### src/bcd_macros.svh
/* Widths, register map and status bit positions of the binary to BCD peripheral.
   Included by the package and by every module that sizes a port or decodes an address. */
`ifndef BCD_MACROS_SVH
`define BCD_MACROS_SVH

// --------------------
// Datapath widths
// --------------------

// Binary operand width
`define BCD_BIN_WIDTH 16
// Packed BCD digits in a result
`define BCD_DIGITS 5
// Bit counter, must hold BCD_BIN_WIDTH
`define BCD_CNT_WIDTH 5
// Significant-digit count, must hold BCD_DIGITS
`define BCD_NDIG_WIDTH 3

// --------------------
// Wishbone register map
// --------------------

`define BCD_WB_DW 32
// Word indices, taken from adr[3:2]
`define BCD_ADDR_OPERAND 0
`define BCD_ADDR_STATUS 1
`define BCD_ADDR_RESULT 2
`define BCD_ADDR_NDIGITS 3

// Status word bit positions
`define BCD_ST_BUSY 0
`define BCD_ST_DONE 1
`define BCD_ST_OVERRUN 2

`endif

### src/bcd_pkg.sv
/* Shared types of the binary to BCD peripheral: the result word and the register indices.
   Modules name them as bcd_pkg::name in port lists and import the package in their bodies. */
`include "bcd_macros.svh"

package bcd_pkg;

    // --------------------
    // Result word
    // --------------------

    // Five BCD digits, least significant digit in the low nibble
    // Digit view for the datapath, raw view for the bus
    typedef union packed {
        logic [`BCD_DIGITS-1:0][3:0] digit;
        logic [`BCD_DIGITS*4-1:0]    raw;
    } bcd_word_u;

    // --------------------
    // Register indices
    // --------------------

    // Decoded from adr[3:2]
    typedef enum logic [1:0] {
        REG_OPERAND = 2'(`BCD_ADDR_OPERAND),
        REG_STATUS  = 2'(`BCD_ADDR_STATUS),
        REG_RESULT  = 2'(`BCD_ADDR_RESULT),
        REG_NDIGITS = 2'(`BCD_ADDR_NDIGITS)
    } bcd_reg_e;

endpackage

### src/bcd_bus_decode.sv
/* Wishbone classic slave of the BCD peripheral: address decode, single-cycle ack,
   strobes towards the engine and result store, and the registered read-data mux. */
`include "bcd_macros.svh"

module bcd_bus_decode (
    input  logic                        clk,
    input  logic                        arst_n,
    // Wishbone classic slave side
    input  logic                        cyc,
    input  logic                        stb,
    input  logic                        we,
    input  logic [`BCD_WB_DW-1:0]       adr,
    input  logic [`BCD_WB_DW-1:0]       dat_w,
    output logic [`BCD_WB_DW-1:0]       dat_r,
    output logic                        ack,
    // Engine side
    input  logic                        busy,
    output logic                        start,
    output logic [`BCD_BIN_WIDTH-1:0]   operand,
    // Result store side
    input  bcd_pkg::bcd_word_u          result,
    input  logic                        done,
    input  logic                        overrun,
    input  logic [`BCD_NDIG_WIDTH-1:0]  ndigits,
    output logic                        overrun_set,
    output logic                        result_read,
    output logic                        status_read
);
    import bcd_pkg::*;

    logic                  access;
    logic                  mapped;
    bcd_reg_e              reg_idx;
    logic [`BCD_WB_DW-1:0] status_word;
    logic [`BCD_WB_DW-1:0] rdata_d;

    // --------------------
    // Access qualification
    // --------------------

    // Cycle active and not yet acked, ack lands on the next edge
    assign access = cyc & stb & ~ack;

    // Only the first four words are mapped
    assign mapped = (adr[`BCD_WB_DW-1:4] == '0);
    assign reg_idx = bcd_reg_e'(adr[3:2]);

    // Operand goes straight from the bus, engine samples it with start
    assign operand = dat_w[`BCD_BIN_WIDTH-1:0];

    // --------------------
    // Strobes
    // --------------------

    always_comb begin
        start       = 1'b0;
        overrun_set = 1'b0;
        result_read = 1'b0;
        status_read = 1'b0;
        if (access && mapped) begin
            if (we) begin
                // Operand write starts a conversion, or flags overrun if one is running
                if (reg_idx == REG_OPERAND) begin
                    start       = ~busy;
                    overrun_set = busy;
                end
            end else begin
                // Reads that clear sticky flags
                result_read = (reg_idx == REG_RESULT);
                status_read = (reg_idx == REG_STATUS);
            end
        end
    end

    // --------------------
    // Read data
    // --------------------

    // Status bits, rest reads zero
    always_comb begin
        status_word                  = '0;
        status_word[`BCD_ST_BUSY]    = busy;
        status_word[`BCD_ST_DONE]    = done;
        status_word[`BCD_ST_OVERRUN] = overrun;
    end

    always_comb begin
        rdata_d = '0;
        if (mapped) begin
            case (reg_idx)
                REG_STATUS:  rdata_d = status_word;
                // Bus sees the raw view of the result
                REG_RESULT:  rdata_d[`BCD_DIGITS*4-1:0] = result.raw;
                REG_NDIGITS: rdata_d[`BCD_NDIG_WIDTH-1:0] = ndigits;
                // Operand is write only
                default:     rdata_d = '0;
            endcase
        end
    end

    // Ack and read data registered together, data is valid while ack is high
    always_ff @(posedge clk or negedge arst_n) begin
        if (!arst_n) begin
            ack   <= 1'b0;
            dat_r <= '0;
        end else begin
            ack   <= access;
            dat_r <= (access && !we) ? rdata_d : '0;
        end
    end

endmodule

### src/bcd_dabble_engine.sv
/* Sequential double-dabble converter: loads a binary operand on start, then runs one
   add-3 pass and one left shift per clock, pulsing finish with the digits on the last step. */
`include "bcd_macros.svh"

module bcd_dabble_engine (
    input  logic                       clk,
    input  logic                       arst_n,
    input  logic                       start,
    input  logic [`BCD_BIN_WIDTH-1:0]  operand,
    output logic                       busy,
    output logic                       finish,
    output bcd_pkg::bcd_word_u         digits
);
    import bcd_pkg::*;

    // Digit nibbles sit above the binary bits
    localparam int BCD_W   = `BCD_DIGITS * 4;
    localparam int SHIFT_W = BCD_W + `BCD_BIN_WIDTH;

    logic [SHIFT_W-1:0]         shift_q;
    logic [SHIFT_W-1:0]         shift_d;
    logic [`BCD_CNT_WIDTH-1:0]  cnt_q;
    bcd_word_u                  adj;
    logic                       last_step;

    // --------------------
    // One conversion step
    // --------------------

    always_comb begin
        // Digit part of the register through the digit view
        adj = shift_q[SHIFT_W-1 -: BCD_W];
        // Add 3 where a digit would overflow past 9 after doubling
        for (int i = 0; i < `BCD_DIGITS; i++) begin
            if (adj.digit[i] > 4'd4) begin
                adj.digit[i] = adj.digit[i] + 4'd3;
            end
        end
        // Whole register moves left by one, next binary bit enters the digits
        shift_d = {adj.raw[BCD_W-2:0], shift_q[`BCD_BIN_WIDTH-1:0], 1'b0};
    end

    // Counter reaches 1 on the cycle before the final edge
    assign last_step = busy && (cnt_q == `BCD_CNT_WIDTH'(1));

    // Finish comes with the digits of the last step, captured on that edge
    assign finish = last_step;
    assign digits.raw = shift_d[SHIFT_W-1 -: BCD_W];

    // --------------------
    // Control
    // --------------------

    always_ff @(posedge clk or negedge arst_n) begin
        if (!arst_n) begin
            busy  <= 1'b0;
            cnt_q <= '0;
        end else if (start) begin
            busy  <= 1'b1;
            cnt_q <= `BCD_CNT_WIDTH'(`BCD_BIN_WIDTH);
        end else if (busy) begin
            cnt_q <= cnt_q - `BCD_CNT_WIDTH'(1);
            // Drop busy on the edge of the last step
            if (last_step) begin
                busy <= 1'b0;
            end
        end
    end

    // --------------------
    // Shift register
    // --------------------

    // Payload only, qualified by busy
    always_ff @(posedge clk) begin
        if (start) begin
            // Operand in the low bits, all digits zero
            shift_q <= {{BCD_W{1'b0}}, operand};
        end else if (busy) begin
            shift_q <= shift_d;
        end
    end

endmodule

### src/bcd_result_store.sv
/* Holds the last finished BCD result with its significant-digit count, and keeps the
   sticky done and overrun flags that the bus reads back through the status word. */
`include "bcd_macros.svh"

module bcd_result_store (
    input  logic                        clk,
    input  logic                        arst_n,
    // From the engine
    input  logic                        finish,
    input  bcd_pkg::bcd_word_u          digits,
    // From the bus decode
    input  logic                        result_read,
    input  logic                        status_read,
    input  logic                        overrun_set,
    // Towards the bus decode
    output bcd_pkg::bcd_word_u          result,
    output logic                        done,
    output logic [`BCD_NDIG_WIDTH-1:0]  ndigits,
    output logic                        overrun
);

    logic [`BCD_NDIG_WIDTH-1:0] ndigits_d;

    // --------------------
    // Significant digits
    // --------------------

    // Highest nonzero digit position plus one, zero still counts as one digit
    always_comb begin
        ndigits_d = `BCD_NDIG_WIDTH'(1);
        for (int i = 1; i < `BCD_DIGITS; i++) begin
            if (digits.digit[i] != 4'd0) begin
                ndigits_d = `BCD_NDIG_WIDTH'(i + 1);
            end
        end
    end

    // --------------------
    // Result and flags
    // --------------------

    always_ff @(posedge clk or negedge arst_n) begin
        if (!arst_n) begin
            result  <= '0;
            ndigits <= `BCD_NDIG_WIDTH'(1);
            done    <= 1'b0;
            overrun <= 1'b0;
        end else begin
            // Result and count captured together on finish
            if (finish) begin
                result  <= digits;
                ndigits <= ndigits_d;
            end
            // New result wins over a read in the same cycle
            if (finish) begin
                done <= 1'b1;
            end else if (result_read) begin
                done <= 1'b0;
            end
            // Sticky until the status word has been read
            if (overrun_set) begin
                overrun <= 1'b1;
            end else if (status_read) begin
                overrun <= 1'b0;
            end
        end
    end

endmodule

### src/bcd_wb_top.sv
/* Top level of the Wishbone binary to BCD peripheral.
   Connects the bus decode, the double-dabble engine and the result store. */
`include "bcd_macros.svh"

module bcd_wb_top (
    input  logic                   clk,
    input  logic                   arst_n,
    // Wishbone classic slave
    input  logic                   cyc,
    input  logic                   stb,
    input  logic                   we,
    input  logic [`BCD_WB_DW-1:0]  adr,
    input  logic [`BCD_WB_DW-1:0]  dat_w,
    output logic [`BCD_WB_DW-1:0]  dat_r,
    output logic                   ack
);
    import bcd_pkg::*;

    // Decode to engine
    logic                       start;
    logic [`BCD_BIN_WIDTH-1:0]  operand;
    // Engine to result store
    logic                       busy;
    logic                       finish;
    bcd_word_u                  eng_digits;
    // Result store and decode
    bcd_word_u                  held_result;
    logic                       done;
    logic                       overrun;
    logic [`BCD_NDIG_WIDTH-1:0] ndigits;
    logic                       overrun_set;
    logic                       result_read;
    logic                       status_read;

    // --------------------
    // Decode
    // --------------------

    bcd_bus_decode u_decode (
        .clk         (clk),
        .arst_n      (arst_n),
        .cyc         (cyc),
        .stb         (stb),
        .we          (we),
        .adr         (adr),
        .dat_w       (dat_w),
        .dat_r       (dat_r),
        .ack         (ack),
        .busy        (busy),
        .start       (start),
        .operand     (operand),
        .result      (held_result),
        .done        (done),
        .overrun     (overrun),
        .ndigits     (ndigits),
        .overrun_set (overrun_set),
        .result_read (result_read),
        .status_read (status_read)
    );

    // --------------------
    // Execute
    // --------------------

    bcd_dabble_engine u_engine (
        .clk     (clk),
        .arst_n  (arst_n),
        .start   (start),
        .operand (operand),
        .busy    (busy),
        .finish  (finish),
        .digits  (eng_digits)
    );

    // --------------------
    // Result
    // --------------------

    bcd_result_store u_store (
        .clk         (clk),
        .arst_n      (arst_n),
        .finish      (finish),
        .digits      (eng_digits),
        .result_read (result_read),
        .status_read (status_read),
        .overrun_set (overrun_set),
        .result      (held_result),
        .done        (done),
        .ndigits     (ndigits),
        .overrun     (overrun)
    );

endmodule

### config.mk
export PLATFORM = sky130hd
export DESIGN_NAME = bcd_wb_top
export DESIGN_NICKNAME = d
export VERILOG_FILES = /design/src/bcd_pkg.sv /design/src/bcd_bus_decode.sv /design/src/bcd_dabble_engine.sv /design/src/bcd_result_store.sv /design/src/bcd_wb_top.sv
export VERILOG_INCLUDE_DIRS = /design/src
export SDC_FILE = /design/constraint.sdc
export NUM_CORES = 1
export LEC_CHECK = 0
export BUFFER_PORTS_ARGS = -buffer_cell sky130_fd_sc_hd__buf_2
export CAP_MARGIN = 20
export CORE_AREA = 2 2 96 98
export DETAILED_ROUTE_END_ITERATION = 10
export DIE_AREA = 0 0 98 100
export PLACE_DENSITY = 0.75
export SLEW_MARGIN = 20
export SYNTH_ARGS = -nofsm -noshare
export SYNTH_HDL_FRONTEND = slang
export SYNTH_SLANG_ARGS = --single-unit
### constraint.sdc
create_clock -name clk -period 1.8 [get_ports clk]
set_input_delay 0.36 -clock clk [delete_from_list [all_inputs] [get_ports clk]]
set_output_delay 0.36 -clock clk [all_outputs]
set_load 0.02 [all_outputs]
Yosys cells after proc, flatten, opt, wreduce, memory -nomap -nowiden

Cells that the tools add are included.

RAM bits: 0
Memories kept: 0
ROM bits: 0
Output and inout bits: 33
Word-level logic and storage cells: 76
Register bits: 100
Latch bits: 0

Order comparisons: 5
Reductions and logical operators: 13
Eq/ne operators: 4
Shift-type cells: 0
Mux-type cells: 34
$add $sub $neg: 6
Bitwise logic cells: 4
Divide/modulo/power cells: 0
Multipliers: 0

Operators with widths:

| kind                | number |
|---|---|
| $mux 20             | 2 |
| $mux 16             | 2 |
| $logic_not 28->1    | 1 |
| $gt 4x3->1 const B  | 5 |
| $mux 1              | 17 |
| $mux 17             | 1 |
| $add 4x2->4 const B | 4 |
| $mux 4              | 4 |
| $reduce_bool 4->1   | 4 |
| $mux 3              | 4 |
| $mux 5              | 2 |
| $pmux 3 s3          | 1 |
| $reduce_bool 2->1   | 3 |
| $eq 5x1->1 const B  | 1 |
| $sub 5x1->5 const B | 1 |
| $eq 2x2->1 const B  | 2 |
| $add 3x2->3 const B | 1 |
| $logic_and 1x1->1   | 3 |
| $and 1x1->1         | 2 |
| $eq 2x1->1 const B  | 1 |
| $logic_not 2->1     | 1 |
| $mux 2              | 1 |
| $not 1->1           | 2 |
| $logic_not 1->1     | 1 |

Logic depth before layout (Yosys ltp)

Gate-level depths: netlist of run 1.

Word-level depth: 7
Gate-level depth with buffers: 7
Mapped depth without buffers: 7

Cells and area by module

From an unflattened synthesis of run 1, not the netlist that was laid out.

Cells, all modules: 423
Area total of the unflattened synthesis: 4719.5 µm²

By module, submodules not included:

| module            | instances | cells each | sequential area each (µm²) | area an instance (µm²) |
|---|---|---|---|---|
| bcd_dabble_engine | 1         | 235        | 1031.0                     | 2438.6 |
| bcd_bus_decode    | 1         | 123        | 525.5                      | 1312.5 |
| bcd_result_store  | 1         | 65         | 626.9                      | 968.4 |

Worst setup path after synthesis of run 1

No wires, ideal clock.

Path type: register -> register
From: register u_decode.ack
To: register u_engine.shift_q[10], data pin
Data arrival time: 1.826 ns
Stages on the path, launching flop included: 8
Setup slack: -0.288 ns
Setup time: 0.262 ns
Cell sequence: dfrtp_1 -> and3b_1 -> nand4_1 -> nor4_2 -> and2_1 -> buf_4 -> buf_6 -> mux2_1

Cells in the longest elaborated chain, start to end: 5

RTL lines:

| item                   | RTL line                | source |
|---|---|---|
| start, declared        | bcd_bus_decode.sv:15    | `output logic ack,` |
| start signal, assigned | bcd_bus_decode.sv:107   | `ack <= access;` |
| $not 1->1              | bcd_bus_decode.sv:42    | `assign access = cyc & stb & ~ack;` |
| $and 1x1->1            | bcd_bus_decode.sv:42    |  |
| via u_decode.access    | bcd_bus_decode.sv:31    | `logic access;` |
| $logic_and 1x1->1      | bcd_bus_decode.sv:60    | `if (access && mapped) begin` |
| $mux 1                 | bcd_bus_decode.sv:60    |  |
| $mux 16                | bcd_dabble_engine.sv:76 | `if (start) begin` |
| end signal, assigned   | bcd_dabble_engine.sv:78 | `shift_q <= {{BCD_W{1'b0}}, operand};` |
| end signal, assigned   | bcd_dabble_engine.sv:80 | `shift_q <= shift_d;` |
| end, declared          | bcd_dabble_engine.sv:20 | `logic [SHIFT_W-1:0] shift_q;` |

The timed path passes the listed nets, and every way through them passes these cells.
A chain may end at the register's enable or synchronous reset.

Final worst setup path of run 1

From: register u_decode.ack
To: register u_decode.dat_r[3]

Cells in the longest elaborated chain, start to end: 4

RTL lines:

| item                 | RTL line              | source |
|---|---|---|
| $not 1->1            | bcd_bus_decode.sv:42  |  |
| $and 1x1->1          | bcd_bus_decode.sv:42  |  |
| via u_decode.access  | bcd_bus_decode.sv:31  |  |
| $logic_and 1x1->1    | bcd_bus_decode.sv:108 | `dat_r <= (access && !we) ? rdata_d : '0;` |
| $mux 20              | bcd_bus_decode.sv:108 |  |
| end signal, assigned | bcd_bus_decode.sv:108 |  |
| end, declared        | bcd_bus_decode.sv:14  | `` output logic [`BCD_WB_DW-1:0] dat_r, `` |

The timed path passes the listed nets, and every way through them passes these cells.

==> results_dict.tcl, run 1 <==
set metrics [dict create \
    outcome "finished with violations" \
    violations "setup timing" \
    cts_root_buffer "clkbuf_8" \
    hold_end "u_engine.shift_q[12]$_DFFE_PP_" \
    grt_usage_pct 17.96 \
    vias 3252 \
    whs_ns 0.2967 \
    cpPeakStageDelay_ns 0.40 \
    multi_input_area_um2 1922 \
    ant_nets 0 \
    yosysMostFrequentCell "dfrtp_1" \
    cellLeakagePower_nw 2.694 \
    post-dp-hpwl_um 6216 \
    syn_area_um2 4106 \
    ys_top_cells_by_area "dfrtp_1, edfxtp_1, dfxtp_1" \
    reg2reg_depth 8 \
    dieArea_um2 9800 \
    cp-start-kind "register" \
    drv_cap 0 \
    fillers 729 \
    start_util_pct 46.19 \
    drt_wl_total_um 9234 \
    irDropWorstVdd_mv 0.3793 \
    final_layout_size_suffix_gt1_share_pct 38.28 \
    fin_skew_ns 0.01263 \
    p_total_mw 3.654 \
    path_class "reg2reg" \
    clock_sinks 88 \
    min_path_cells 2 \
    synth_edf_count 16 \
    die_h_um 100 \
    syn-instance-count 382 \
    r2r_end "u_decode.dat_r[3]$_DFF_PN0_" \
    drc 0 \
    routedWlPerCell_um 14.82 \
    path_cells "and3b_1 > nand4_1 > buf_4 > or2_4 > nor4b_4 > buf_4 > clkbuf_16 > and2_1" \
    max_freq_ghz 0.5213 \
    worstPathRequired_ns 2.09 \
    hold_class "in2reg" \
    final-setup-viol-count 35 \
    post-place-ws_ns -0.4223 \
    period_minus_slack_ns 1.918 \
    seq_area_frac_synth_pct 53.17 \
    crit_path_end_kind "register" \
    async_flop_share_pct 59.09 \
    n_antenna_cell 0 \
    final_cells 623 \
    syn_avg_cell_area_um2 10.75 \
    finalHoldViolCount 0 \
    rows 35 \
    setup_slack_ns -0.1182 \
    dieWidth_um 98 \
    min_from "dat_w[12]" \
    core-area_um2 8890 \
    rsz0062_at_grt "yes" \
    cp_top_family "simple AND/OR/NAND/NOR gates" \
    cp_num_buf_inv 3 \
    arrival_ns 2.21 \
    ys_warn_count 0 \
    nets 588 \
    drt_first_pass_iters 4 \
    ys_ff_latch 88 \
    antenna_found_initial 0 \
    synthTopCellsByCount "dfrtp_1, nand2_1, inv_1, o21ai_0" \
    grt_max_degree 53 \
    htree_levels 3 \
    regArea_um2 2186 \
    r2r-start "u_decode.ack$_DFF_PN0_" \
    via_per_inst 5.220 \
    synthFlopType "dfrtp_1" \
    cp_max_fo 9 \
    gp_congestion 0.8123 \
    drt_iter0_markers 114 \
    post-route-period-util_pct 106.6 \
    power_density_nw_per_um2 668.3 \
    synth_area_leader_cell "dfrtp_1" \
    clkLatencyLatePin_ns 0.36 \
    cp_slowest_cell "dfrtp_1" \
    place.detailed.instances 598 \
    area_growth_pct 33.15 \
    grt_pass1_vias 3138 \
    cts.path.max_buffers 2 \
    yosysTopAreaCellShare_pct 31.08 \
    num_io_pins 102 \
    synth_cell_types 56 \
    setup_tns_ns -3.066 \
    finalMaxSlewViolations 0 \
    path_common_cell "buf_4" \
    grt_first_pass_wirelength_um 14300 \
    cts_buffers 9 \
    cts_tree "yes" \
    reg2reg_slack_ns -0.12 \
    grt-ovfl-total 0 \
    io_buffers 71 \
    clk_pin_slew_ns 0.09 \
]
## worst reg2reg max path, stage by stage, from the launching register on
cell and delay [ns]:
dfrtp_1 0.40, and3b_1 0.23, nand4_1 0.12, buf_4 0.17, or2_4 0.25, nor4b_4 0.23
buf_4 0.18, clkbuf_16 0.14, and2_1 0.12
## routing by layer
metal,wire (µm),vias to the layer above,GRT usage [%]
met5,0,-,0
met4,96,0,6.517
met3,405,7,3.412
met2,4832,88,31.77
met1,3899,1594,21.99
li1,-,1563,-
## cell families (layout without fill, tap and decap cells)
kind of cell             Yosys count  after routing  share of synthesized area [%]
multiplexers                      28             28                          7.556
AO/OA/AOI/OAI                     71             71                          11.55
buffers and inverters             46            165                          5.698
AND/OR/NAND/NOR                  128            128                          16.58
XOR/XNOR                           8              8                          1.706
adder cells (fa/ha/maj)           12             12                          3.656
flip-flops                        88             88                          53.17
other                              1             12                        0.09132
## area by class of cell
| class | instances | area share, % |
|---|---|---|
| timing repair buffer | 127 | 16.66 |
| clock buffer | 9 | 2.265 |
| inverter | 22 | 1.648 |
| sequential | 88 | 39.98 |
| multi-input combinational | 259 | 35.15 |
| tap | 111 | 2.540 |
| clock inverter | 7 | 1.762 |
## registers in the layout, summed over array words and instances, names as in the netlist
register          flops
u_engine.cnt_q        5
u_store.done          1
u_decode.ack          1
u_store.overrun       1
u_decode.dat_r       20
u_engine.busy         1
u_store.result       20
u_store.ndigits       3
u_engine.shift_q     36
## timing repair
| item | 4_1_cts | 5_1_grt |
|---|---|---|
| pin swaps | 2 | 3 |
| endpoints found under the hold margin | 43 | 0 |
| setup endpoints to repair | 37 | 76 |
| gates cloned | 0 | 4 |
| hold buffers | 1 | 0 |
| resized for setup | 13 | 21 |
| setup buffers | 2 | 3 |
## power breakdown
part           internal (mW)  switching, mW  total [mW]
Clock                  0.782          0.715        1.50
Sequential              2.01       0.000778        2.01
Combinational         0.0608         0.0826       0.143
Total                   2.86          0.799        3.65
## through the flow
| stage | util, % | instance area (µm²) |
|---|---|---|
| 3_5_place_dp | 56.16 | 4992 |
| 3_3_place_gp | 56.16 | 4992 |
| 5_1_grt | 61.51 | 5468 |
| 2_1_floorplan | - | 4260 |
| 4_1_cts | 59.38 | 5279 |
| 6_report | 61.51 | 5468 |
## worst max-delay path by stage
stage	startpoint	to	slack (ns)	cells past startpoint
floorplan	adr[6]	u_engine.shift_q[10]$_DFFE_PP_	-0.21	7
finish	u_decode.ack$_DFF_PN0_	u_decode.dat_r[3]$_DFF_PN0_	-0.12	8
CTS	u_decode.ack$_DFF_PN0_	u_engine.shift_q[2]$_DFFE_PP_	-0.12	6
global placement	adr[5]	u_engine.shift_q[15]$_DFFE_PP_	-0.36	7
detailed placement	adr[14]	u_engine.shift_q[2]$_DFFE_PP_	-0.42	7
global route	u_decode.ack$_DFF_PN0_	u_engine.shift_q[10]$_DFFE_PP_	-0.18	6
## cell usage in the layout, fill, tap and decap left out, drive strengths merged, types with 6 or more instances in the layout
master / count
buf: 122
dfrtp: 51
nand2: 50
o21ai: 27
mux2: 24
inv: 21
dfxtp: 20
and2: 20
edfxtp: 16
clkbuf: 13
conb: 12
nor2: 12
ha: 12
a22o: 10
nor4: 10
nor3: 6
a21oi: 6
(Power assumes the default switching activity.)
==> run 2, diff against run 1 <==
- CORE_AREA: 2 2 96 98 -> 2 2 88 90
- DIE_AREA: 0 0 98 100 -> 0 0 90 92
- PLACE_DENSITY: 0.75 -> 0.84
- SETUP_SLACK_MARGIN: default -> 0.02
- clock period: 1.8 -> 2.3 ns (I/O delays scaled with it)
==> results_dict.tcl, run 2 (synthesis results as in run 1) <==
set metrics [dict create \
    fin_skew_ns 0.01204 \
    final-setup-viol-count 0 \
    grt_usage_pct 20.08 \
    reg2reg_slack_ns 0.20 \
    drc 0 \
    rows 32 \
    grt_pass1_vias 2960 \
    hold_class "in2async" \
    cp_num_buf_inv 1 \
    drt_iter0_markers 218 \
    drt_first_pass_iters 4 \
    final_common_cell "buf_2" \
    cp_top_family "simple AND/OR/NAND/NOR gates" \
    dieArea_um2 8280 \
    outcome "finished clean" \
    r2r-start "u_engine.shift_q[28]$_SDFFE_PP0P_" \
    cp_max_fo 4 \
    cp_slowest_cell "or4b_1" \
    reg2reg_depth 7 \
    worstPathRequired_ns 2.55 \
    p_comb_share_pct 3.3 \
    ant_nets 0 \
    crit_path_end_kind "register" \
    cts_tree "yes" \
    routedWlPerCell_um 14.03 \
    layout_common_cells "buf_2, dfrtp_1, nand2_1" \
    post-place-ws_ns -0.08357 \
    cts_buffers 9 \
    clkLatencyLatePin_ns 0.35 \
    grt_max_degree 53 \
    cts_root_buffer "clkbuf_8" \
    cellLeakagePower_nw 2.353 \
    net-switching-power_mw 0.6179 \
    cp-start-kind "register" \
    path_cells "inv_1 > ha_1 > nor2b_1 > o211a_1 > o2111a_1 > or4b_1 > o21a_1" \
    rsz0062_at_grt "no" \
    grt-ovfl-total 0 \
    irDropWorstVdd_mv 0.2477 \
    drv_cap 0 \
    clkPwrFrac_pct 39.2 \
    area_growth_pct 16.94 \
    pwr-share-seq_pct 57.4 \
    tightestPinTransition_ns 0.6380 \
    num_io_pins 102 \
    arrival_ns 2.34 \
    fillers 582 \
    hold_buffers 0 \
    period_minus_slack_ns 2.098 \
    nets 543 \
    htree_levels 3 \
    drt_wl_total_um 7982 \
    grt_first_pass_wirelength_um 13470 \
    swShare_pct 22.52 \
    regMostFlops "u_engine.shift_q" \
    p_int_mw 2.126 \
    finalMaxSlewViolations 0 \
    cpPeakStageDelay_ns 0.50 \
    cts_resized 0 \
    start_util_pct 55.14 \
    final_layout_size_suffix_gt1_share_pct 25.91 \
    path_class "reg2reg" \
    design_area_um2 4802 \
    place_area_um2 4599 \
    reg.largest.list "u_engine.shift_q x36, u_decode.dat_r x20, u_store.result x20" \
    antenna_found_initial 0 \
    clock_sinks 88 \
    post-dp-hpwl_um 5792 \
    largest_reg_flops 36 \
    r2r_end "u_store.ndigits[2]$_DFFE_PN0P_" \
    postLayoutCoreUtil_pct 64.48 \
    post-route-period-util_pct 91.24 \
    cts_setup_buffers 0 \
    gp_congestion 0.8520 \
    core-area_um2 7447 \
    setup_slack_ns 0.2015 \
    finalHoldViolCount 0 \
    max_freq_ghz 0.4765 \
    vias 3024 \
    p_total_mw 2.743 \
    place.detailed.instances 553 \
    via_per_inst 5.315 \
    io_buffers 71 \
    final_cells 569 \
    dieWidth_um 90 \
    die_h_um 92 \
    cts.path.max_buffers 2 \
    power_density_nw_per_um2 571.3 \
    clk_pin_slew_ns 0.09 \
    slew_headroom_pct 57.46 \
    n_antenna_cell 0 \
]
==> run 2: worst reg2reg max path, cell delays in order (launching register included) <==
cell and delay (ns):
dfxtp_1 0.38, inv_1 0.11, ha_1 0.25, nor2b_1 0.22, o211a_1 0.16, o2111a_1 0.22
or4b_1 0.50, o21a_1 0.14
==> run 2: power by group through the flow <==
stage	clock network, mW	registers (mW)	logic, mW
floorplan	0	1.61	0.0432
global placement	0	1.61	0.0903
detailed placement	0	1.61	0.0925
CTS	1.09	1.58	0.0928
global route	1.16	1.58	0.102
finish	1.08	1.58	0.0913
==> run 2: per-layer routing <==
layer	vias up	global-route usage [%]	routed length (µm)
met2	94	34.84	4108
li1	1472	-	-
met3	20	2.794	362
met5	-	0	0
met4	0	10.77	187
met1	1438	24.37	3324
==> run 2: per-stage QoR <==
| stage | hold WS (ns) | TNS (ns) |
|---|---|---|
| floorplan | 0.1644 | 0 |
| global placement | 0.4493 | -0.1985 |
| detailed placement | 0.4570 | -0.9943 |
| CTS | 0.2250 | 0 |
| global route | 0.2528 | 0 |
| finish | 0.2056 | 0 |
==> run 2: layout make-up <==
| class | instances | area (µm²) | area share, % |
|---|---|---|---|
| Tap cell | 102 | 127.6 | 2.658 |
| Timing Repair Buffer | 82 | 475.5 | 9.901 |
| Sequential cell | 88 | 2183 | 45.47 |
| Clock buffer | 9 | 123.9 | 2.579 |
| Multi-Input combinational cell | 259 | 1730 | 36.03 |
| Clock inverter | 7 | 78.83 | 1.641 |
| Inverter | 22 | 82.58 | 1.720 |
==> run 2: worst max-delay path by stage <==
stage,startpoint,endpoint,slack (ns),cells after the start
after floorplan,adr[29],u_engine.shift_q[10]$_DFFE_PP_,0.13,7
after global placement,adr[18],u_engine.shift_q[10]$_DFFE_PP_,-0.02,7
after detailed placement,adr[29],u_engine.shift_q[8]$_DFFE_PP_,-0.08,7
after CTS,u_decode.ack$_DFF_PN0_,u_engine.shift_q[8]$_DFFE_PP_,0.20,6
after global routing,u_engine.shift_q[28]$_SDFFE_PP0P_,u_store.ndigits[2]$_DFFE_PN0P_,0.08,7
final,u_engine.shift_q[28]$_SDFFE_PP0P_,u_store.ndigits[2]$_DFFE_PN0P_,0.20,7
==> run 3, diff against run 2 <==
- CELL_PAD_IN_SITES_DETAIL_PLACEMENT: default -> 0
- CELL_PAD_IN_SITES_GLOBAL_PLACEMENT: default -> 1
- CORE_AREA: 2 2 88 90 -> 2 2 100 102
- DIE_AREA: 0 0 90 92 -> 0 0 102 104
- PLACE_DENSITY: 0.84 -> default
- PLACE_DENSITY_LB_ADDON: default -> 0.1
==> results_dict.tcl, run 3 (synthesis results as in run 1) <==
set metrics [dict create \
    dieWidth_um 102 \
    startpoint "u_decode.ack$_DFF_PN0_" \
    layout_common_cells "buf_2, dfrtp_1, nand2_1" \
    crit_path_end_kind "register" \
    reg2reg_slack_ns 0.18 \
    drv_cap 0 \
    rows 36 \
    cp_max_fo 16 \
    drt_wl_total_um 8074 \
    clkLatencyLatePin_ns 0.35 \
    largest_reg_flops 36 \
    reg.largest.list "u_engine.shift_q x36, u_decode.dat_r x20, u_store.result x20" \
    cts_buffers 9 \
    htree_levels 3 \
    hold_buffers 0 \
    reg2reg_depth 6 \
    clock_sinks 88 \
    io_buffers 71 \
    regMostFlops "u_engine.shift_q" \
    tightestPinTransition_ns 0.5643 \
    cpPeakStageDelay_ns 0.38 \
    rsz0062_at_grt "no" \
    n_antenna_cell 0 \
    grt_pass1_vias 2788 \
    die_h_um 104 \
    clkPwrFrac_pct 42.9 \
    fillers 904 \
    grt-ovfl-total 0 \
    final_common_cell "buf_2" \
    cts_tree "yes" \
    net-switching-power_mw 0.6211 \
    start_util_pct 43.00 \
    p_int_mw 2.303 \
    hold_class "in2async" \
    place_area_um2 4658 \
    area_growth_pct 19.35 \
    setup_slack_ns 0.1817 \
    final-setup-viol-count 0 \
    core-area_um2 9549 \
    finalHoldViolCount 0 \
    power_density_nw_per_um2 596.6 \
    final_layout_size_suffix_gt1_share_pct 26.85 \
    dieArea_um2 10610 \
    setup_tns_ns 0 \
    clk_pin_slew_ns 0.10 \
    nets 549 \
    post-route-period-util_pct 92.10 \
    gp_congestion 0.7640 \
    cp_slowest_cell "dfrtp_1" \
    worstPathRequired_ns 2.39 \
    via_per_inst 4.861 \
    period_minus_slack_ns 2.118 \
    num_io_pins 102 \
    pwr-share-seq_pct 53.9 \
    design_area_um2 4901 \
    whs_ns 0.08235 \
    routedWlPerCell_um 13.32 \
    swShare_pct 21.24 \
    cellLeakagePower_nw 2.394 \
    drc 0 \
    grt_usage_pct 16.26 \
    irDropWorstVdd_mv 0.3548 \
    post-dp-hpwl_um 5942 \
    grt_max_degree 29 \
    r2r-start "u_decode.ack$_DFF_PN0_" \
    finalMaxSlewViolations 0 \
    cts.path.max_buffers 2 \
    post-place-ws_ns -0.1402 \
    drt_iter0_markers 102 \
    arrival_ns 2.21 \
    postLayoutCoreUtil_pct 51.32 \
    cts_root_buffer "clkbuf_8" \
    r2r_end "u_engine.shift_q[14]$_DFFE_PP_" \
    vias 2946 \
    p_comb_share_pct 3.2 \
    antenna_found_initial 0 \
    max_freq_ghz 0.4721 \
    cts_resized 0 \
    outcome "finished clean" \
    cts_setup_buffers 0 \
    cp-start-kind "register" \
    fin_skew_ns 0.01330 \
    drt_first_pass_iters 4 \
    path_class "reg2reg" \
    grt_first_pass_wirelength_um 13590 \
    slew_headroom_pct 62.38 \
    path_cells "and3b_1 > nand4_1 > nor4_2 > and2_1 > buf_12 > mux2_1" \
    ant_nets 0 \
]
-- run 3: area by class of cell --
type	count	area, µm²	area share [%]
flip-flops and latches	88	2183	44.55
clock buffers	10	148.9	3.038
inverters	22	82.58	1.685
multi-input cells	259	1730	35.31
well taps	133	166.4	3.395
repair buffers	88	495.5	10.11
clock inverters	6	93.84	1.915
-- run 3: worst max path at each step --
| stage | to | slack (ns) | cells past startpoint |
|---|---|---|---|
| 3_3_place_gp | u_engine.shift_q[5]$_DFFE_PP_ | -0.07 | 7 |
| 4_1_cts | u_engine.shift_q[14]$_DFFE_PP_ | 0.17 | 6 |
| 3_5_place_dp | u_engine.shift_q[5]$_DFFE_PP_ | -0.14 | 7 |
| 2_1_floorplan | u_engine.shift_q[10]$_DFFE_PP_ | 0.13 | 7 |
| 6_report | u_engine.shift_q[14]$_DFFE_PP_ | 0.18 | 6 |
| 5_1_grt | u_store.ndigits[2]$_DFFE_PN0P_ | 0.06 | 7 |
-- run 3: critical path: cells and delay by family, from the launching register on --
| family | cells | cell delay, ns |
|---|---|---|
| mux | 1 | 0.33 |
| simple gates | 4 | 0.99 |
| buf+inv | 1 | 0.16 |
| flops | 1 | 0.38 |
-- run 3: per-stage QoR --
step	std cells	total power, mW
after floorplan	393	1.654
after global placement	590	1.702
after detailed placement	590	1.704
after CTS	606	2.970
after global routing	606	3.051
final	606	2.924
-- run 3: power by group through the flow --
stage	combinational, mW	clock [mW]	sequential (mW)
2_1_floorplan	0.0432	0	1.61
3_3_place_gp	0.0935	0	1.61
3_5_place_dp	0.0949	0	1.61
4_1_cts	0.0950	1.30	1.58
5_1_grt	0.104	1.37	1.58
6_report	0.0925	1.26	1.58
-- run 3: per-layer routing --
metal | vias to the layer above | part of all wire [%] | track usage (%)
li1 | 1485 | - | -
met1 | 1388 | 50 | 23.91
met2 | 67 | 45 | 24.11
met3 | 6 | 4.6 | 2.890
met4 | 0 | 0.98 | 5.429
met5 | - | 0 | 0
